$ cat config.mk
export PLATFORM = sky130hd
export DESIGN_NAME = ex_core_top
export DESIGN_NICKNAME = d
export VERILOG_FILES = /design/src/rtl/rv_isa_pkg.sv /design/src/rtl/ex_pipe_pkg.sv /design/src/rtl/ex_regfile.sv /design/src/rtl/ex_decode.sv /design/src/rtl/ex_alu.sv /design/src/rtl/ex_stage.sv /design/src/rtl/ex_writeback.sv /design/src/rtl/ex_core_top.sv
export SDC_FILE = /design/constraint.sdc
export NUM_CORES = 2
export LEC_CHECK = 0
export BUFFER_PORTS_ARGS = -buffer_cell sky130_fd_sc_hd__buf_2
export CAP_MARGIN = 15
export CORE_UTILIZATION = 55
export DETAILED_ROUTE_END_ITERATION = 12
export PLACE_DENSITY = 0.7
export SLEW_MARGIN = 20
export SYNTH_ARGS = -nofsm -noshare
export SYNTH_HDL_FRONTEND = slang
export SYNTH_SLANG_ARGS = --single-unit
$ cat constraint.sdc
create_clock -name clk -period 5.9 [get_ports clk]
set_input_delay 1.77 -clock clk [delete_from_list [all_inputs] [get_ports clk]]
set_output_delay 1.77 -clock clk [all_outputs]
set_load 0.005 [all_outputs]
$ cat src/rtl/rv_isa_pkg.sv
// RV32I encodings for the OP, OP-IMM and LUI groups only
// Every other major opcode is decoded as illegal
package rv_isa_pkg;

    // ============================================================
    // Data path

    // Register and operand width
    localparam int xlen = 32;

    // ============================================================
    // Instruction encodings

    // Major opcodes, bits [6:0] of the word
    typedef enum logic [6:0] {
        op_reg = 7'b0110011,
        op_imm = 7'b0010011,
        op_lui = 7'b0110111
    } opcode_e;

    // funct3 field, shared by OP and OP-IMM
    localparam logic [2:0] f3_add_sub = 3'b000;
    localparam logic [2:0] f3_sll     = 3'b001;
    localparam logic [2:0] f3_slt     = 3'b010;
    localparam logic [2:0] f3_sltu    = 3'b011;
    localparam logic [2:0] f3_xor     = 3'b100;
    localparam logic [2:0] f3_srl_sra = 3'b101;
    localparam logic [2:0] f3_or      = 3'b110;
    localparam logic [2:0] f3_and     = 3'b111;

    // funct7 field
    // Alternate form selects SUB and SRA/SRAI
    localparam logic [6:0] f7_base = 7'b0000000;
    localparam logic [6:0] f7_alt  = 7'b0100000;

    // ============================================================
    // ALU operations
    typedef enum logic [3:0] {
        alu_add,
        alu_sub,
        alu_sll,
        alu_slt,
        alu_sltu,
        alu_xor,
        alu_srl,
        alu_sra,
        alu_or,
        alu_and,
        alu_pass    // op2 straight through, for LUI
    } alu_op_e;

endpackage

$ cat src/rtl/ex_pipe_pkg.sv
// Stage register layouts for the decode, execute and writeback pipe
// Only two operands travel; no control flow or memory fields
package ex_pipe_pkg;

    // Architectural register index
    typedef logic [4:0] reg_idx_t;

    // ============================================================
    // ID/EX register
    typedef struct packed {
        reg_idx_t                     rd;
        logic                         rd_write;
        rv_isa_pkg::alu_op_e          alu_op;
        logic [rv_isa_pkg::xlen-1:0]  op1;
        logic [rv_isa_pkg::xlen-1:0]  op2;
        reg_idx_t                     rs1;
        reg_idx_t                     rs2;
        logic                         use_rs1;
        logic                         use_rs2;
        logic                         illegal;
    } pipe_idex_t;

    // Operand hazards against the instruction one ahead
    typedef struct packed {
        logic op1_hazard;
        logic op2_hazard;
        logic op_hazard;    // either operand waits on forwarding
    } hazard_ex_t;

    // ============================================================
    // EX/WB register
    typedef struct packed {
        reg_idx_t                     rd;
        logic                         rd_write;
        logic [rv_isa_pkg::xlen-1:0]  result;
        logic                         illegal;
    } pipe_exwb_t;

    // Retired instruction, as seen on the commit port
    typedef struct packed {
        reg_idx_t                     rd;
        logic [rv_isa_pkg::xlen-1:0]  data;
        logic                         illegal;
    } commit_t;

endpackage

$ cat src/rtl/ex_regfile.sv
// Integer register file x1..x31, x0 reads as zero
// Reads bypass a write to the same register in the same cycle
module ex_regfile (
    input  logic                         clk,
    input  logic                         rstz,
    input  ex_pipe_pkg::reg_idx_t        raddr1,
    input  ex_pipe_pkg::reg_idx_t        raddr2,
    output logic [rv_isa_pkg::xlen-1:0]  rdata1,
    output logic [rv_isa_pkg::xlen-1:0]  rdata2,
    input  logic                         wen,
    input  ex_pipe_pkg::reg_idx_t        waddr,
    input  logic [rv_isa_pkg::xlen-1:0]  wdata
);
    import rv_isa_pkg::*;

    // No storage behind x0
    logic [xlen-1:0] regs [1:31];

    always_ff @(posedge clk or negedge rstz) begin
        if (!rstz) begin
            for (int i = 1; i < 32; i++) begin
                regs[i] <= '0;
            end
        end else if (wen && (waddr != '0)) begin
            regs[waddr] <= wdata;
        end
    end

    // Read ports with write-through
    always_comb begin
        rdata1 = (raddr1 == '0) ? '0 : regs[raddr1];
        rdata2 = (raddr2 == '0) ? '0 : regs[raddr2];
        if (wen && (waddr != '0) && (waddr == raddr1)) begin
            rdata1 = wdata;
        end
        if (wen && (waddr != '0) && (waddr == raddr2)) begin
            rdata2 = wdata;
        end
    end

endmodule

$ cat src/rtl/ex_decode.sv
// Decodes OP, OP-IMM and LUI; anything else is passed on flagged illegal
// Input is held off while a source waits on the result in the execute register
module ex_decode (
    input  logic                         clk,
    input  logic                         rstz,
    input  logic [31:0]                  instr,
    input  logic                         instr_vld,
    output logic                         instr_rdy,
    output ex_pipe_pkg::reg_idx_t        raddr1,
    output ex_pipe_pkg::reg_idx_t        raddr2,
    input  logic [rv_isa_pkg::xlen-1:0]  rdata1,
    input  logic [rv_isa_pkg::xlen-1:0]  rdata2,
    input  ex_pipe_pkg::reg_idx_t        pending_rd,
    input  logic                         pending_vld,
    output ex_pipe_pkg::pipe_idex_t      decode,
    output ex_pipe_pkg::hazard_ex_t      ex_hazard,
    output logic                         pipe_in_vld,
    input  logic                         pipe_in_rdy
);
    import rv_isa_pkg::*;
    import ex_pipe_pkg::*;

    opcode_e         opcode;
    logic [2:0]      funct3;
    logic [6:0]      funct7;
    logic            alt;
    logic [xlen-1:0] imm;
    pipe_idex_t      dec_next;
    hazard_ex_t      hz_next;
    logic            hold;
    logic            issue;

    // Source is live, not x0, and names the given destination
    function automatic logic src_match(input logic use_src, input reg_idx_t src,
                                       input reg_idx_t dst);
        return use_src && (src != '0) && (src == dst);
    endfunction

    // ============================================================
    // Field split
    assign opcode = opcode_e'(instr[6:0]);
    assign funct3 = instr[14:12];
    assign funct7 = instr[31:25];
    assign alt    = (funct7 == f7_alt);
    assign raddr1 = instr[19:15];
    assign raddr2 = instr[24:20];

    always_comb begin
        dec_next          = '0;
        dec_next.rd       = instr[11:7];
        dec_next.rs1      = instr[19:15];
        dec_next.rs2      = instr[24:20];
        dec_next.rd_write = 1'b1;
        dec_next.use_rs1  = 1'b1;
        // I-type immediate, sign extended
        imm = {{20{instr[31]}}, instr[31:20]};
        case (opcode)
            op_reg, op_imm: begin
                dec_next.use_rs2 = (opcode == op_reg);
                case (funct3)
                    f3_add_sub: dec_next.alu_op = (alt && opcode == op_reg) ? alu_sub : alu_add;
                    f3_sll:     dec_next.alu_op = alu_sll;
                    f3_slt:     dec_next.alu_op = alu_slt;
                    f3_sltu:    dec_next.alu_op = alu_sltu;
                    f3_xor:     dec_next.alu_op = alu_xor;
                    f3_srl_sra: dec_next.alu_op = alt ? alu_sra : alu_srl;
                    f3_or:      dec_next.alu_op = alu_or;
                    default:    dec_next.alu_op = alu_and;
                endcase
                // funct7 is only checked for OP and the immediate shifts
                if ((opcode == op_reg || funct3 == f3_sll || funct3 == f3_srl_sra) &&
                    !(funct7 == f7_base ||
                      (alt && (funct3 == f3_add_sub || funct3 == f3_srl_sra)))) begin
                    dec_next.illegal = 1'b1;
                end
            end
            op_lui: begin
                dec_next.use_rs1 = 1'b0;
                dec_next.alu_op  = alu_pass;
                imm              = {instr[31:12], 12'b0};
            end
            default: dec_next.illegal = 1'b1;
        endcase
        // Illegal words read nothing, write nothing and carry zero operands
        if (dec_next.illegal) begin
            dec_next.rd_write = 1'b0;
            dec_next.use_rs1  = 1'b0;
            dec_next.use_rs2  = 1'b0;
            dec_next.alu_op   = alu_add;
            imm               = '0;
        end
        dec_next.op1 = dec_next.use_rs1 ? rdata1 : '0;
        dec_next.op2 = dec_next.use_rs2 ? rdata2 : imm;
    end

    // ============================================================
    // Hazards

    // One ahead, against the instruction now in ID/EX
    always_comb begin
        hz_next.op1_hazard = pipe_in_vld && decode.rd_write &&
                             src_match(dec_next.use_rs1, dec_next.rs1, decode.rd);
        hz_next.op2_hazard = pipe_in_vld && decode.rd_write &&
                             src_match(dec_next.use_rs2, dec_next.rs2, decode.rd);
        hz_next.op_hazard  = hz_next.op1_hazard | hz_next.op2_hazard;
    end

    // Two ahead, wait for it to leave the execute register
    assign hold = pending_vld && (src_match(dec_next.use_rs1, dec_next.rs1, pending_rd) ||
                                  src_match(dec_next.use_rs2, dec_next.rs2, pending_rd));

    assign instr_rdy = (~pipe_in_vld | pipe_in_rdy) & ~hold;
    assign issue     = instr_vld & instr_rdy;

    // ============================================================
    // ID/EX register
    always_ff @(posedge clk or negedge rstz) begin
        if (!rstz) begin
            pipe_in_vld <= 1'b0;
            ex_hazard   <= '0;
        end else if (issue) begin
            pipe_in_vld <= 1'b1;
            ex_hazard   <= hz_next;
        end else if (pipe_in_vld && pipe_in_rdy) begin
            pipe_in_vld <= 1'b0;
            ex_hazard   <= '0;
        end
    end

    always_ff @(posedge clk) begin
        if (issue) begin
            decode <= dec_next;
        end
    end

endmodule

$ cat src/rtl/ex_alu.sv
// Combinational RV32I integer ALU
// Shift amounts use op2[4:0] only
module ex_alu (
    input  logic [rv_isa_pkg::xlen-1:0]  op1,
    input  logic [rv_isa_pkg::xlen-1:0]  op2,
    input  rv_isa_pkg::alu_op_e          alu_op,
    output logic [rv_isa_pkg::xlen-1:0]  result
);
    import rv_isa_pkg::*;

    logic [4:0] shamt;
    logic       lt_signed;
    logic       lt_unsigned;

    // ============================================================
    // Shared terms
    assign shamt       = op2[4:0];
    assign lt_signed   = $signed(op1) < $signed(op2);
    assign lt_unsigned = op1 < op2;

    // ============================================================
    // Operation select
    always_comb begin
        case (alu_op)
            alu_add: begin
                result = op1 + op2;
            end
            alu_sub: begin
                result = op1 - op2;
            end
            alu_sll: begin
                result = op1 << shamt;
            end
            // Compares return 0 or 1
            alu_slt: begin
                result = {{(xlen-1){1'b0}}, lt_signed};
            end
            alu_sltu: begin
                result = {{(xlen-1){1'b0}}, lt_unsigned};
            end
            alu_xor: begin
                result = op1 ^ op2;
            end
            alu_srl: begin
                result = op1 >> shamt;
            end
            // Arithmetic shift keeps the sign
            alu_sra: begin
                result = $unsigned($signed(op1) >>> shamt);
            end
            alu_or: begin
                result = op1 | op2;
            end
            alu_and: begin
                result = op1 & op2;
            end
            // LUI immediate comes in on op2
            alu_pass: begin
                result = op2;
            end
            default: begin
                result = '0;
            end
        endcase
    end

endmodule

$ cat src/rtl/ex_stage.sv
// Execute pipestage, one forwarding path from writeback
// Forwarding only serves the instruction directly ahead
module ex_stage (
    input  logic                         clk,
    input  logic                         rstz,
    // ID/EX side
    input  ex_pipe_pkg::pipe_idex_t      decode,
    input  ex_pipe_pkg::hazard_ex_t      ex_hazard,
    input  logic                         pipe_in_vld,
    output logic                         pipe_in_rdy,
    // EX/WB side
    output ex_pipe_pkg::pipe_exwb_t      execute,
    output logic                         pipe_out_vld,
    input  logic                         pipe_out_rdy,
    // Forwarded result
    input  logic [rv_isa_pkg::xlen-1:0]  fwd_data,
    input  logic                         fwd_vld
);
    import rv_isa_pkg::*;

    logic [xlen-1:0] op1;
    logic [xlen-1:0] op2;
    logic [xlen-1:0] result;
    logic            stall;

    // ============================================================
    // Operand select

    // Flagged operands take the result retiring this cycle
    assign op1 = ex_hazard.op1_hazard ? fwd_data : decode.op1;
    assign op2 = ex_hazard.op2_hazard ? fwd_data : decode.op2;

    ex_alu u_alu (
        .op1    (op1),
        .op2    (op2),
        .alu_op (decode.alu_op),
        .result (result)
    );

    // ============================================================
    // Handshake

    // Wait while the result we need has not arrived
    assign stall       = ex_hazard.op_hazard & ~fwd_vld;
    assign pipe_in_rdy = (~pipe_out_vld | pipe_out_rdy) & ~stall;

    // ============================================================
    // EX/WB register
    always_ff @(posedge clk or negedge rstz) begin
        if (!rstz) begin
            pipe_out_vld <= 1'b0;
        end else if (pipe_in_vld && pipe_in_rdy) begin
            pipe_out_vld <= 1'b1;
        end else if (pipe_out_vld && pipe_out_rdy) begin
            pipe_out_vld <= 1'b0;
        end
    end

    always_ff @(posedge clk) begin
        if (pipe_in_vld && pipe_in_rdy) begin
            execute.rd       <= decode.rd;
            execute.rd_write <= decode.rd_write;
            execute.result   <= result;
            execute.illegal  <= decode.illegal;
        end
    end

endmodule

$ cat src/rtl/ex_writeback.sv
// Retires results into the register file and the commit port
// x0 and illegal instructions never write
module ex_writeback (
    input  logic                         clk,
    input  logic                         rstz,
    input  ex_pipe_pkg::pipe_exwb_t      execute,
    input  logic                         pipe_out_vld,
    output logic                         pipe_out_rdy,
    output logic                         wen,
    output ex_pipe_pkg::reg_idx_t        waddr,
    output logic [rv_isa_pkg::xlen-1:0]  wdata,
    output logic [rv_isa_pkg::xlen-1:0]  fwd_data,
    output logic                         fwd_vld,
    output ex_pipe_pkg::commit_t         commit,
    output logic                         commit_vld,
    input  logic                         commit_rdy
);

    logic accept;

    // Accept when the commit register is empty or draining
    assign pipe_out_rdy = ~commit_vld | commit_rdy;
    assign accept       = pipe_out_vld & pipe_out_rdy;

    // ============================================================
    // Register file write and forwarding
    assign wen   = accept & execute.rd_write & (execute.rd != '0) & ~execute.illegal;
    assign waddr = execute.rd;
    assign wdata = execute.result;

    // Same cycle as the write
    assign fwd_vld  = accept;
    assign fwd_data = execute.result;

    // ============================================================
    // Commit register
    always_ff @(posedge clk or negedge rstz) begin
        if (!rstz) begin
            commit_vld <= 1'b0;
        end else if (accept) begin
            commit_vld <= 1'b1;
        end else if (commit_vld && commit_rdy) begin
            commit_vld <= 1'b0;
        end
    end

    always_ff @(posedge clk) begin
        if (accept) begin
            commit.rd      <= execute.rd;
            commit.data    <= execute.result;
            commit.illegal <= execute.illegal;
        end
    end

endmodule

$ cat src/rtl/ex_core_top.sv
// Decode, execute and writeback pipe with valid/ready on both ends
// Up to three instructions in flight, committed in order
module ex_core_top (
    input  logic                     clk,
    input  logic                     rstz,
    input  logic [31:0]              instr,
    input  logic                     instr_vld,
    output logic                     instr_rdy,
    output ex_pipe_pkg::commit_t     commit,
    output logic                     commit_vld,
    input  logic                     commit_rdy
);
    import rv_isa_pkg::*;
    import ex_pipe_pkg::*;

    // Register file ports
    reg_idx_t        raddr1;
    reg_idx_t        raddr2;
    logic [xlen-1:0] rdata1;
    logic [xlen-1:0] rdata2;
    logic            wen;
    reg_idx_t        waddr;
    logic [xlen-1:0] wdata;

    // Stage links
    pipe_idex_t      decode;
    hazard_ex_t      ex_hazard;
    logic            pipe_in_vld;
    logic            pipe_in_rdy;
    pipe_exwb_t      execute;
    logic            pipe_out_vld;
    logic            pipe_out_rdy;
    logic [xlen-1:0] fwd_data;
    logic            fwd_vld;

    // ============================================================
    // Input side
    ex_decode u_decode (
        .clk         (clk),
        .rstz        (rstz),
        .instr       (instr),
        .instr_vld   (instr_vld),
        .instr_rdy   (instr_rdy),
        .raddr1      (raddr1),
        .raddr2      (raddr2),
        .rdata1      (rdata1),
        .rdata2      (rdata2),
        // Result still held in the execute register
        .pending_rd  (execute.rd),
        .pending_vld (pipe_out_vld),
        .decode      (decode),
        .ex_hazard   (ex_hazard),
        .pipe_in_vld (pipe_in_vld),
        .pipe_in_rdy (pipe_in_rdy)
    );

    ex_regfile u_regfile (
        .clk    (clk),
        .rstz   (rstz),
        .raddr1 (raddr1),
        .raddr2 (raddr2),
        .rdata1 (rdata1),
        .rdata2 (rdata2),
        .wen    (wen),
        .waddr  (waddr),
        .wdata  (wdata)
    );

    // ============================================================
    // Execute and output side
    ex_stage u_ex (
        .clk          (clk),
        .rstz         (rstz),
        .decode       (decode),
        .ex_hazard    (ex_hazard),
        .pipe_in_vld  (pipe_in_vld),
        .pipe_in_rdy  (pipe_in_rdy),
        .execute      (execute),
        .pipe_out_vld (pipe_out_vld),
        .pipe_out_rdy (pipe_out_rdy),
        .fwd_data     (fwd_data),
        .fwd_vld      (fwd_vld)
    );

    ex_writeback u_wb (
        .clk          (clk),
        .rstz         (rstz),
        .execute      (execute),
        .pipe_out_vld (pipe_out_vld),
        .pipe_out_rdy (pipe_out_rdy),
        .wen          (wen),
        .waddr        (waddr),
        .wdata        (wdata),
        .fwd_data     (fwd_data),
        .fwd_vld      (fwd_vld),
        .commit       (commit),
        .commit_vld   (commit_vld),
        .commit_rdy   (commit_rdy)
    );

endmodule

==> reports/metrics.yaml <==
status: "finished, final reports clean"
min_path_type: "reg -> reg"
wl_per_cell_um: 33.1
yosysWarnings: 0
start_util_pct: 55.7
ys_seq_elements: 1150
clock_path_buffers: 3
skew_ns: 0.0382
grt_first_pass_wirelength_um: 334000
synth-edff-count: 152
cts_sinks: 1150
numCtsBuffers: 130
cts.htree.levels: 4
fin_tns_setup_ns: 0
grtUsageMet1_pct: 50.6
critPathLaunchType: "input port"
whs_path_depth: 0
timing.fmax_mhz: 179
finalPower_mw: 20.7
postSynthCellCount: 5203
cts_tree: "yes"
syn2layout_area_growth_pct: 10.1
drt-initial-drc-count: 6115
drv_slew: 0
synth_ff_type: "dfrtp_1"
min-delay-start: "u_decode.decode[0]"
hold_violations: 0
drc: 0
clk_pin_slew_worst_paths_ns: 0.06
rows: 128
worstPathRequired_ns: 4.13
antenna_found_initial: 7
hpwl_um: 140000
syn-num-nets: 5338
grt_pass1_vias: 48400
die_w_um: 354
crit_path_end_kind: "output port"
worst_path_dominant_cell_family: "simple AND/OR/NAND/NOR gates"
grt_use_met3_pct: 8.74
insertion_delay_ns: 0.79
drive_above_1_share_pct: 41.4
synth_cell_types: 90
r2r_slack_ns: 0.59
timing.final.crit_share_pct: 94.9
crit_top_cell: "buf_2"
cts_resized: 0
reg2reg_from: "u_decode.ex_hazard[1]"
path_cells: "buf_2 -> or4_1 -> nor3_2 -> a22oi_1 -> or4_2 -> inv_1 -> a31oi_1 -> buf_2"
rr_worst_depth: 13
drt-pass1-iter-count: 8
maxSlewHeadroom_pct: 20.9
viasPerCell: 7.14
cp.depth: 8
ys_async_sr_fraction_pct: 86.8
grt_max_degree: 122
grt.busiest_layer: "met2"
track_usage_pct: 36.3
via_count: 48600
grt_overflow_total: 0
port_buffers: 75
yosysSeqAreaShare_pct: 43.3
grt_setup_unrepaired: "false"
post_cts_buffers: 0
r2r-end: "u_ex.execute[31]"
synth_area_um2: 68200
slowest_stage: "or4_2"
min_period_ns: 5.60
cts-root-buf: "clkbuf_16"
worstHoldEndpoint: "u_ex.execute[0]"
crit_type: "in -> out"
finalNetCount: 5213
maxCapViolCount: 0
worst_pin_slew_ns: 1.19
core_um2: 122000
peakVddDrop_v: 0.000301
io_pins: 76
cpPeakStageDelay_ns: 0.64
pwr_density_cell_nw_per_um2: 275
routed_wirelength_um: 225000
avgSynthCellArea_um2: 13.1
crit_fanout: 3
die_y_um: 354
postRouteAntennaNets: 0
p_leak_nw: 33.4
cts_hold_buf: 0
critical_path_arrival_ns: 3.83
finalSetupViolations: 0
grtUsageMet2_pct: 54.8
path_buf_inv: 3
place_congestion: 1.06
dieArea_um2: 125000
[layout make-up]
cell class / instances / area [um2]
fillers: 9332 / 47300
multi-input cells: 3445 / 36600
flip-flops and latches: 1150 / 29500
clock buffers: 191 / 3850
repair buffers: 248 / 2220
well taps: 1625 / 2030
clock inverters: 43 / 470
inverters: 103 / 388
diodes: 2 / 5.00
[logic make-up (layout without fill, tap and decap cells)]
group	after synthesis	after routing	synth area share [%]
multiplexers	1815	1815	38.9
flip-flops	1150	1150	43.3
other	0	2	0
XOR/XNOR	30	30	0.385
AND/OR/NAND/NOR	683	683	4.33
AO/OA/AOI/OAI	818	818	7.70
buffers and inverters	608	585	3.51
adder cells (fa/ha/maj)	99	99	1.84
[worst reg2reg max path, cell delays in order, from the launching register on]
cell and delay (ns):
dfrtp_2 0.78, mux2i_4 0.88, inv_2 0.10, fa_1 0.46, o21bai_1 0.27, a21oi_1 0.13
o41a_1 0.35, a31oi_1 0.33, a31o_2 0.37, a21oi_1 0.17, o41ai_2 0.48, a211oi_1 0.15
or4_1 0.52, o31a_1 0.12
[report_power, final]
| part | leakage (nW) | internal (mW) | total [mW] | switching, mW |
|---|---|---|---|---|
| Sequential | 15.4 | 8.51 | 8.84 | 0.333 |
| Combinational | 15.9 | 1.21 | 3.56 | 2.35 |
| Clock | 2.14 | 4.81 | 8.26 | 3.45 |
[worst max-delay path by stage]
stage               from                     to  slack [ns]
6_report       instr[28]              instr_rdy        0.30
5_1_grt        instr[28]              instr_rdy        0.21
4_1_cts        instr[28]              instr_rdy        0.31
3_5_place_dp   instr[28]              instr_rdy        0.32
3_3_place_gp   instr[28]              instr_rdy        0.32
2_1_floorplan  instr[14]  u_decode.ex_hazard[0]        0.61
[per-stage QoR]
stage / hold WS (ns) / worst slack [ns] / util [%] / cell area [um2] / cells
floorplan: 0.400 / 0.611 / - / 68200 / 5203
global placement: 0.402 / 0.322 / 57.8 / 70800 / 6571
detailed placement: 0.412 / 0.315 / 57.8 / 70800 / 6571
CTS: 0.431 / 0.305 / 61.4 / 75100 / 6805
global route: 0.440 / 0.205 / 61.4 / 75100 / 6805
finish: 0.428 / 0.298 / 61.4 / 75100 / 6807
[layout by cell type (no fill, tap or decap), types with 11 or more instances in the layout]
cell type  instances
a21oi_1          280
mux4_2           557
clkbuf_8          28
nand2_1          213
edfxtp_1         152
xor2_1            13
mux2i_1          196
nor2b_1           15
ha_1              97
clkbuf_16        134
o22ai_1           52
o21ai_0          123
a211oi_1          23
xnor2_1           17
clkinv_2          22
mux2i_2           21
nand3_1           27
nand2b_1          22
clkbuf_1          29
o221ai_1          15
a22o_1            33
a221o_1           11
nor2_1           269
buf_12            38
a22oi_1           39
dfrtp_1          996
o21bai_1          14
buf_2             64
nor2_4            21
buf_4            139
a31oi_1           23
mux2_2          1034
o21ai_1           15
a221oi_1          21
nor3_1            38
inv_1             90
o211ai_1          59
a21o_1            16
[registers in the layout, summed over array words and instances (netlist names)]
| signal | count |
|---|---|
| u_decode.decode | 75 |
| u_decode.ex_hazard | 3 |
| u_regfile.regs | 992 |
| u_wb.commit_vld | 1 |
| u_ex.execute | 39 |
| u_ex.pipe_out_vld | 1 |
| u_decode.pipe_in_vld | 1 |
| u_wb.commit | 38 |
[cell usage after synthesis (97+ instances only)]
library cell,instances,area share (%)
mux4_2,557,18
ha_1,97,1.8
edfxtp_1,152,6.7
nor2_1,292,1.6
mux2_2,1034,17
o21ai_0,123,0.90
nand2_1,221,1.2
mux2i_1,199,2.9
a21oi_1,281,2.1
buf_1,117,0.64
dfrtp_1,998,37
clkbuf_1,334,1.8
[per-layer routing]
layer / part of all wire [%] / routed length (um)
met1: 39 / 88700
met4: 4.7 / 10500
met3: 10 / 23400
met5: 0.026 / 58
met2: 46 / 103000
No activity file was read; power rests on OpenSTA's default activity.
